`src/hw/cache_axi_pkg.sv`:
```
`default_nettype none

package cache_axi_pkg;

	localparam int DATA_W = 32;
	localparam int ADDR_W = 32;
	localparam int STRB_W = DATA_W / 8;

	typedef enum logic [1:0] {
		AXI_BURST_FIXED = 2'b00,
		AXI_BURST_INCR  = 2'b01,
		AXI_BURST_WRAP  = 2'b10
	} axi_burst_e;

	// one-hot
	typedef enum logic [3:0] {
		ST_IDLE = 4'b0001,
		ST_ADDR = 4'b0010,
		ST_DATA = 4'b0100,
		ST_RESP = 4'b1000
	} bridge_state_e;

	typedef struct packed {
		logic              valid; // held until resp ready
		logic              write;
		logic              burst;
		logic              cached;
		logic [ADDR_W-1:0] addr;
		logic              data_ok; // write beat presented
		logic [STRB_W-1:0] strobe;
		logic [DATA_W-1:0] wdata;
	} cache_req_t;

	typedef struct packed {
		logic              ready; // grant pulse
		logic              data_ok;
		logic              data_last;
		logic [DATA_W-1:0] rdata;
	} cache_resp_t;

	// latched request, no data fields
	typedef struct packed {
		logic              write;
		logic              burst;
		logic              cached;
		logic [ADDR_W-1:0] addr;
	} sel_req_t;

	typedef struct packed {
		logic              valid;
		logic [ADDR_W-1:0] addr;
		logic [7:0]        len;
		logic [2:0]        size;
		axi_burst_e        burst;
		logic [3:0]        cache;
		logic [2:0]        prot;
	} axi_addr_t;

	typedef struct packed {
		logic              valid;
		logic [DATA_W-1:0] data;
		logic [STRB_W-1:0] strb;
		logic              last;
	} axi_w_t;

	typedef struct packed {
		logic              valid;
		logic [DATA_W-1:0] data;
		logic [1:0]        resp;
		logic              last;
	} axi_r_t;

	typedef struct packed {
		logic       valid;
		logic [1:0] resp;
	} axi_b_t;

endpackage

`default_nettype wire

```
`src/hw/rr_arbiter.sv`:
```
`timescale 1ns/1ps
`default_nettype none

module rr_arbiter #(
	parameter int PORT_NUM = 2
) (
	input  logic                clk,
	input  logic                rst_n,
	input  logic [PORT_NUM-1:0] req_i,
	input  logic                take_i,
	output logic [PORT_NUM-1:0] grant_o
);

	localparam int PTR_W = (PORT_NUM > 1) ? $clog2(PORT_NUM) : 1;

	logic [PTR_W-1:0] ptr_q;
	logic [PTR_W-1:0] ptr_d;

	// cyclic search starting at the pointer
	always_comb begin
		int   idx;
		logic found;
		grant_o = '0;
		ptr_d   = ptr_q;
		found   = 1'b0;
		for (int off = 0; off < PORT_NUM; off++) begin
			idx = int'(ptr_q) + off;
			if (idx >= PORT_NUM)
				idx = idx - PORT_NUM;
			if (!found && req_i[idx]) begin
				found        = 1'b1;
				grant_o[idx] = 1'b1;
				ptr_d        = (idx == PORT_NUM - 1) ? '0 : PTR_W'(idx + 1); // winner + 1
			end
		end
	end

	always_ff @(posedge clk) begin
		if (!rst_n) begin
			ptr_q <= '0;
		end else if (take_i && |grant_o) begin
			ptr_q <= ptr_d;
		end
	end

endmodule

`default_nettype wire

```
`src/hw/beat_counter.sv`:
```
`timescale 1ns/1ps
`default_nettype none

module beat_counter #(
	parameter int BURST_LEN = 4
) (
	input  logic clk,
	input  logic rst_n,
	input  logic start_i,
	input  logic burst_i,
	input  logic beat_i,
	output logic last_o
);

	localparam int CNT_W = (BURST_LEN > 1) ? $clog2(BURST_LEN) : 1;

	logic [CNT_W-1:0] cnt_q; // beats still to go after the current one

	always_ff @(posedge clk) begin
		if (!rst_n) begin
			cnt_q <= '0;
		end else if (start_i) begin
			cnt_q <= burst_i ? CNT_W'(BURST_LEN - 1) : '0;
		end else if (beat_i && cnt_q != '0) begin
			cnt_q <= cnt_q - 1'b1;
		end
	end

	assign last_o = (cnt_q == '0);

endmodule

`default_nettype wire

```
`src/hw/bridge_fsm.sv`:
```
`timescale 1ns/1ps
`default_nettype none

module bridge_fsm (
	input  logic                         clk,
	input  logic                         rst_n,
	input  logic                         grant_any_i,
	input  logic                         write_i,
	input  logic                         ar_ready_i,
	input  logic                         aw_ready_i,
	input  cache_axi_pkg::axi_r_t        r_i,
	input  logic                         w_fire_i,
	input  logic                         last_beat_i,
	input  logic                         b_valid_i,
	output cache_axi_pkg::bridge_state_e state_o,
	output logic                         take_o,
	output logic                         start_o
);

	import cache_axi_pkg::*;

	bridge_state_e state_q;
	bridge_state_e state_d;

	always_comb begin
		state_d = state_q;
		case (state_q)
			ST_IDLE: begin
				if (grant_any_i)
					state_d = ST_ADDR;
			end
			ST_ADDR: begin
				// valid is already high here, ready completes it
				if (write_i ? aw_ready_i : ar_ready_i)
					state_d = ST_DATA;
			end
			ST_DATA: begin
				if (!write_i && r_i.valid && r_i.last) begin
					state_d = ST_IDLE; // r_ready always high
				end else if (write_i && w_fire_i && last_beat_i) begin
					state_d = ST_RESP;
				end
			end
			ST_RESP: begin
				if (b_valid_i)
					state_d = ST_IDLE;
			end
			default: begin
				state_d = ST_IDLE;
			end
		endcase
	end

	always_ff @(posedge clk) begin
		if (!rst_n) begin
			state_q <= ST_IDLE;
		end else begin
			state_q <= state_d;
		end
	end

	assign state_o = state_q;
	assign take_o  = (state_q == ST_IDLE);
	assign start_o = (state_q == ST_IDLE) && grant_any_i; // loads beat counter

endmodule

`default_nettype wire

```
`src/hw/req_capture.sv`:
```
`timescale 1ns/1ps
`default_nettype none

module req_capture #(
	parameter int PORT_NUM = 2
) (
	input  logic                                     clk,
	input  logic                                     rst_n,
	input  cache_axi_pkg::cache_req_t [PORT_NUM-1:0] req_i,
	input  logic [PORT_NUM-1:0]                      grant_i,
	input  logic                                     take_i,
	input  cache_axi_pkg::bridge_state_e             state_i,
	input  logic                                     w_ready_i,
	input  logic                                     last_i,
	output cache_axi_pkg::sel_req_t                  sel_o,
	output logic [PORT_NUM-1:0]                      sel_port_o,
	output cache_axi_pkg::axi_w_t                    w_o,
	output logic                                     beat_taken_o
);

	import cache_axi_pkg::*;

	sel_req_t            sel_d;
	sel_req_t            sel_q;
	logic [PORT_NUM-1:0] owner_q;
	logic                own_data_ok;
	logic [STRB_W-1:0]   own_strb;
	logic [DATA_W-1:0]   own_data;
	logic                buf_full_q;
	logic                buf_open;
	logic [STRB_W-1:0]   buf_strb_q;
	logic [DATA_W-1:0]   buf_data_q;

	// grant is one-hot
	always_comb begin
		sel_d = '0;
		for (int i = 0; i < PORT_NUM; i++) begin
			if (grant_i[i]) begin
				sel_d.write  = req_i[i].write;
				sel_d.burst  = req_i[i].burst;
				sel_d.cached = req_i[i].cached;
				sel_d.addr   = req_i[i].addr;
			end
		end
	end

	always_ff @(posedge clk) begin
		if (!rst_n) begin
			owner_q <= '0;
		end else if (take_i && |grant_i) begin
			owner_q <= grant_i;
		end
	end

	always_ff @(posedge clk) begin
		if (take_i && |grant_i)
			sel_q <= sel_d;
	end

	// write beat of the owning port
	always_comb begin
		own_data_ok = 1'b0;
		own_strb    = '0;
		own_data    = '0;
		for (int i = 0; i < PORT_NUM; i++) begin
			if (owner_q[i]) begin
				own_data_ok = req_i[i].data_ok;
				own_strb    = req_i[i].strobe;
				own_data    = req_i[i].wdata;
			end
		end
	end

	assign buf_open     = !buf_full_q || w_ready_i; // empty or draining this cycle
	assign beat_taken_o = (state_i == ST_DATA) && sel_q.write && own_data_ok && buf_open;

	always_ff @(posedge clk) begin
		if (!rst_n) begin
			buf_full_q <= 1'b0;
		end else if (buf_open) begin
			buf_full_q <= beat_taken_o;
		end
	end

	always_ff @(posedge clk) begin
		if (beat_taken_o) begin
			buf_strb_q <= own_strb;
			buf_data_q <= own_data;
		end
	end

	always_comb begin
		w_o.valid = buf_full_q;
		w_o.data  = buf_data_q;
		w_o.strb  = buf_strb_q;
		w_o.last  = last_i;
	end

	assign sel_o      = sel_q;
	assign sel_port_o = owner_q;

endmodule

`default_nettype wire

```
`src/hw/cache_axi_bridge.sv`:
```
`timescale 1ns/1ps
`default_nettype none

module cache_axi_bridge #(
	parameter int PORT_NUM  = 2,
	parameter int BURST_LEN = 4
) (
	input  logic                                      clk,
	input  logic                                      rst_n,
	input  cache_axi_pkg::cache_req_t  [PORT_NUM-1:0] req_i,
	output cache_axi_pkg::cache_resp_t [PORT_NUM-1:0] resp_o,
	output cache_axi_pkg::axi_addr_t                  ar_o,
	output cache_axi_pkg::axi_addr_t                  aw_o,
	output cache_axi_pkg::axi_w_t                     w_o,
	output logic                                      r_ready_o,
	output logic                                      b_ready_o,
	input  logic                                      ar_ready_i,
	input  logic                                      aw_ready_i,
	input  logic                                      w_ready_i,
	input  cache_axi_pkg::axi_r_t                     r_i,
	input  cache_axi_pkg::axi_b_t                     b_i
);

	import cache_axi_pkg::*;

	logic [PORT_NUM-1:0] req_valid;
	logic [PORT_NUM-1:0] grant;
	logic [PORT_NUM-1:0] sel_port;
	logic                take;
	logic                start;
	logic                grant_burst;
	logic                last_beat;
	logic                beat_taken;
	logic                w_fire;
	logic                rd_beat;
	bridge_state_e       state;
	sel_req_t            sel;
	axi_addr_t           addr_ch;

	rr_arbiter #(.PORT_NUM(PORT_NUM)) rr_arbiter_inst (
		.clk     (clk),
		.rst_n   (rst_n),
		.req_i   (req_valid),
		.take_i  (take),
		.grant_o (grant)
	);

	bridge_fsm bridge_fsm_inst (
		.clk         (clk),
		.rst_n       (rst_n),
		.grant_any_i (|grant),
		.write_i     (sel.write),
		.ar_ready_i  (ar_ready_i),
		.aw_ready_i  (aw_ready_i),
		.r_i         (r_i),
		.w_fire_i    (w_fire),
		.last_beat_i (last_beat),
		.b_valid_i   (b_i.valid),
		.state_o     (state),
		.take_o      (take),
		.start_o     (start)
	);

	// counter loads before the request is latched
	always_comb begin
		grant_burst = 1'b0;
		for (int i = 0; i < PORT_NUM; i++)
			grant_burst = grant_burst | (grant[i] & req_i[i].burst);
	end

	beat_counter #(.BURST_LEN(BURST_LEN)) beat_counter_inst (
		.clk     (clk),
		.rst_n   (rst_n),
		.start_i (start),
		.burst_i (grant_burst),
		.beat_i  (w_fire),
		.last_o  (last_beat)
	);

	req_capture #(.PORT_NUM(PORT_NUM)) req_capture_inst (
		.clk          (clk),
		.rst_n        (rst_n),
		.req_i        (req_i),
		.grant_i      (grant),
		.take_i       (take),
		.state_i      (state),
		.w_ready_i    (w_ready_i),
		.last_i       (last_beat),
		.sel_o        (sel),
		.sel_port_o   (sel_port),
		.w_o          (w_o),
		.beat_taken_o (beat_taken)
	);

	assign w_fire    = w_o.valid && w_ready_i;
	assign r_ready_o = (state == ST_DATA) && !sel.write;
	assign b_ready_o = (state == ST_RESP);
	assign rd_beat   = r_ready_o && r_i.valid;

	for (genvar i = 0; i < PORT_NUM; i++) begin : g_port
		assign req_valid[i]        = req_i[i].valid;
		assign resp_o[i].ready     = grant[i] & take;
		assign resp_o[i].data_ok   = sel_port[i] & (beat_taken | rd_beat);
		assign resp_o[i].data_last = sel_port[i] & rd_beat & r_i.last;
		assign resp_o[i].rdata     = r_i.data;
	end

	// AR and AW differ only in valid
	always_comb begin
		addr_ch       = '0;
		addr_ch.addr  = sel.addr;
		addr_ch.len   = sel.burst ? 8'(BURST_LEN - 1) : 8'd0;
		addr_ch.size  = 3'b010; // 4 bytes
		addr_ch.burst = sel.burst ? AXI_BURST_WRAP : AXI_BURST_INCR;
		addr_ch.cache = {2'b00, sel.cached, 1'b0}; // modifiable when cached
		addr_ch.prot  = 3'b001; // data, privileged
		ar_o          = addr_ch;
		ar_o.valid    = (state == ST_ADDR) && !sel.write;
		aw_o          = addr_ch;
		aw_o.valid    = (state == ST_ADDR) && sel.write;
	end

endmodule

`default_nettype wire

```
`config.mk`:
```
export PLATFORM = sky130hd
export DESIGN_NAME = cache_axi_bridge
export DESIGN_NICKNAME = d
export VERILOG_FILES = /design/src/hw/cache_axi_pkg.sv /design/src/hw/rr_arbiter.sv /design/src/hw/beat_counter.sv /design/src/hw/bridge_fsm.sv /design/src/hw/req_capture.sv /design/src/hw/cache_axi_bridge.sv
export SDC_FILE = /design/constraint.sdc
export NUM_CORES = 1
export LEC_CHECK = 0
export ABC_AREA = 1
export BUFFER_PORTS_ARGS = -buffer_cell sky130_fd_sc_hd__buf_2
export CAP_MARGIN = 10
export CORE_AREA = 2 2 156 158
export CTS_BUF_LIST = sky130_fd_sc_hd__clkbuf_16
export DETAILED_ROUTE_END_ITERATION = 16
export DIE_AREA = 0 0 158 160
export PLACE_DENSITY = 0.52
export SLEW_MARGIN = 40
export SYNTH_ARGS = -nofsm -noshare
export SYNTH_HDL_FRONTEND = slang
export SYNTH_SLANG_ARGS = --single-unit
```
`constraint.sdc`:
```
create_clock -name clk -period 1.9 [get_ports clk]
set_input_delay 0.38 -clock clk [delete_from_list [all_inputs] [get_ports clk]]
set_output_delay 0.38 -clock clk [all_outputs]
set_load 0.01 [all_outputs]
```
==> results by group <==
Outcome
  • Status: finished clean

Drt
  • Iteration-0 DRC Markers: between 200 and 250
  • DR vias: between 4k and 5k
  • Drt wl/cell: 14.94 um
  • Vias per cell: approximately 3.9
  • Antenna Nets Post-Route: 0
  • Final wirelength: approximately 16 mm
  • First-pass DRT Iterations: 4
  • DRC Markers: 0

Worst hold path
  • Worst Hold Launch: req_i[107]
  • Hold depth: 3
  • Hold Crit Class: in -> reg
  • Hold EP: req_capture_inst.buf_strb_q[2]

Setup path
  • Critical path data required time: 1.52 ns
  • Crit Reg-Reg Endpoint: req_capture_inst.buf_data_q[27]
  • R2R Setup Slk: approximately 0.40 ns
  • Path type of the worst setup path: reg -> out
  • Crit start category: flop
  • CP max FO: 4
  • CP arrival: ~1.5 ns
  • Reg-to-reg startpoint: bridge_fsm_inst.state_o[3]
  • Critical path endpoint category: output pin
  • Register-to-Register Path Depth: 6

Clocking
  • Clk slew on worst S/H paths: approximately 0.070 ns
  • CTS tree: built
  • CTS Buffer Depth: 2
  • H-tree levels: 3
  • CTS buffer count: 9
  • Clock root cell: clkbuf_16
  • CTS sink count: 81
  • Latest clock arrival within the worst-skew pair: roughly 0.34 ns

Global route
  • Initial antenna violation count: 2
  • Number of global-route vias before repair: between 3k and 4k
  • First-pass GRT wire length: roughly 22 mm
  • GRT Util Overall: a little under an eighth
  • Largest net degree at the start of global routing: 39
  • Remaining global-route overflow: 0

Final layout
  • Filler Cell Count: 2,637
  • Fin area: 0.006132 mm2
  • Share of layout cells above drive strength 1: 44.95%
  • Area growth from synthesis to layout: 25.38%
  • Register area: about 0.0023 mm2
  • Commonest non-fill, non-tap cell in the layout: buf_2
  • # nets final: roughly 930
  • Most frequent cells in the layout: buf_2, nand2_1, nand3_1
  • Multi-input gate area: 0.001458 mm2

Floorplan
  • Die area: approximately 0.025 mm2
  • IO Pins: roughly 400
  • Initial Util: 20.53%
  • Die Y: 160 um
  • FP Rows: 57
  • Core area: around 0.024 mm2
  • Die width: 158 um

Yosys
  • Synth Area per Inst: ~8.6 um2
  • Syn. warnings: 0
  • Mapped Cells: 568
  • Distinct cells, synth: 21
  • Mapped Area: a little under 0.005 mm2
  • Seq/Total Area, Yosys: a little under half
  • Yosys reg bits: 81

Timing
  • Maximum clock rate: 534.5 MHz
  • Pins Over Slew Limit: 0
  • Fin Setup TNS: 0 ns
  • Final setup vio count: 0
  • Fin. Hold Viols: 0
  • Max Clock Skew: 0.01007 ns
  • Final period util: a little over nine tenths
  • Fin crit period: around 1.9 ns
  • RSZ-0062 raised after global routing: true

Power and ir drop
  • PwrDens: 1186 mW/mm2
  • Worst VDD drop: around 0.48 mV
  • Leakage: between 0.003 and 0.004 uW

Placed design
  • Detail Placement HPWL: between 10 and 15 mm
  • Gpl congestion: roughly 0.78
  • Placed inst area: 0.005764 mm2
  • I/O Buffers: roughly 280

Job
  • Max Cap Viol: 0
-- power by group --
part           switching, uW  internal [uW]
clock                    799            910
sequential               266           2530
combinational           1740           1030
-- flip-flops by register name, indices dropped and copies added, names as in the netlist --
register and count:
req_capture_inst.buf_strb_q 4, rr_arbiter_inst.ptr_q 1, req_capture_inst.sel_o 35, req_capture_inst.buf_data_q 32, beat_counter_inst.cnt_q 2, bridge_fsm_inst.state_o 4, req_capture_inst.sel_port_o 2, req_capture_inst.buf_full_q 1
-- cells in the mapped netlist, drive strengths merged --
master  number  share of area (%)
buf        153                 22
edfxtp      71                 44
ha           1               0.26
o21ai        1               0.10
inv         28                2.1
nand3      115                 12
nor3         3               0.31
a21oi        7               0.72
nor2        25                2.5
nand2      142                 11
dfxtp       10                4.1
conb         2               0.15
clkbuf       8               0.61
nand4        2               0.26
-- kinds of logic (layout without fill, tap and decap cells) --
kind of cell,count (synthesis),count (layout),synth area share (%)
adders and majority gates,1,1,0.2558
buffers and inverters,189,336,25.12
and+or+nand+nor,287,287,25.97
other,2,32,0.1535
AOI/OAI and AO/OA,8,8,0.8185
DFF,81,81,47.68
-- per-stage QoR --
stage          std cells  setup slack, ns  hold WS [ns]  util, %  total power, uW
2_1_floorplan        596          0.02846        0.4523        -             4825
3_3_place_gp        1045           0.3477        0.4773    24.20             5517
3_5_place_dp        1045           0.3104        0.4927    24.20             5542
4_1_cts             1063        -0.002952        0.2835    25.51             7363
5_1_grt             1068         -0.07683        0.2862    25.73             7781
6_report            1069          0.02924        0.3039    25.74             7271
-- worst max-delay path by stage --
stage	depth (start not counted)	to	startpoint
floorplan	5	req_capture_inst.buf_data_q[0]	bridge_fsm_inst.state_o[3]
global placement	7	resp_o[68]	bridge_fsm_inst.state_o[2]
detailed placement	7	beat_counter_inst.cnt_q[1]	req_i[72]
CTS	10	resp_o[68]	bridge_fsm_inst.state_o[0]
global route	10	resp_o[33]	bridge_fsm_inst.state_o[3]
finish	10	resp_o[68]	bridge_fsm_inst.state_o[3]
-- worst max-delay path, stage by stage, from the launching register on --
cell and delay [ns]:
dfxtp_2 0.34, inv_2 0.07, nand2_2 0.06, nor2_4 0.16, inv_2 0.06, nor2_2 0.09
nand2_1 0.06, nand2_1 0.07, inv_2 0.04, nor2_2 0.06, buf_2 0.14
-- timing repair --
item                       in CTS  in global routing
setup endpoints to repair       5                  7
hold buffers                    0                  0
resized for setup               8                  7
setup buffers                   2                  4
pin swaps                       1                  2
-- per-layer routing --
layer / global-route usage [%] / part of all wire, % / up-vias
met3: 3.311 / 8.8 / 48
met2: 20.79 / 51 / 213
li1: - / - / 2041
met1: 12.16 / 36 / 1902
met5: 0 / 0 / -
met4: 6.306 / 3.3 / 0
-- area by class of cell --
type,count,share of cell area [%]
antenna,2,0.08162
clock buffer,9,3.673
clock inverter,7,0.9794
inverter,28,1.714
multi-input combinational,326,23.77
sequential,81,38.11
tap,324,6.611
timing repair buffer,292,25.06
No activity file was read; power rests on OpenSTA's default activity.
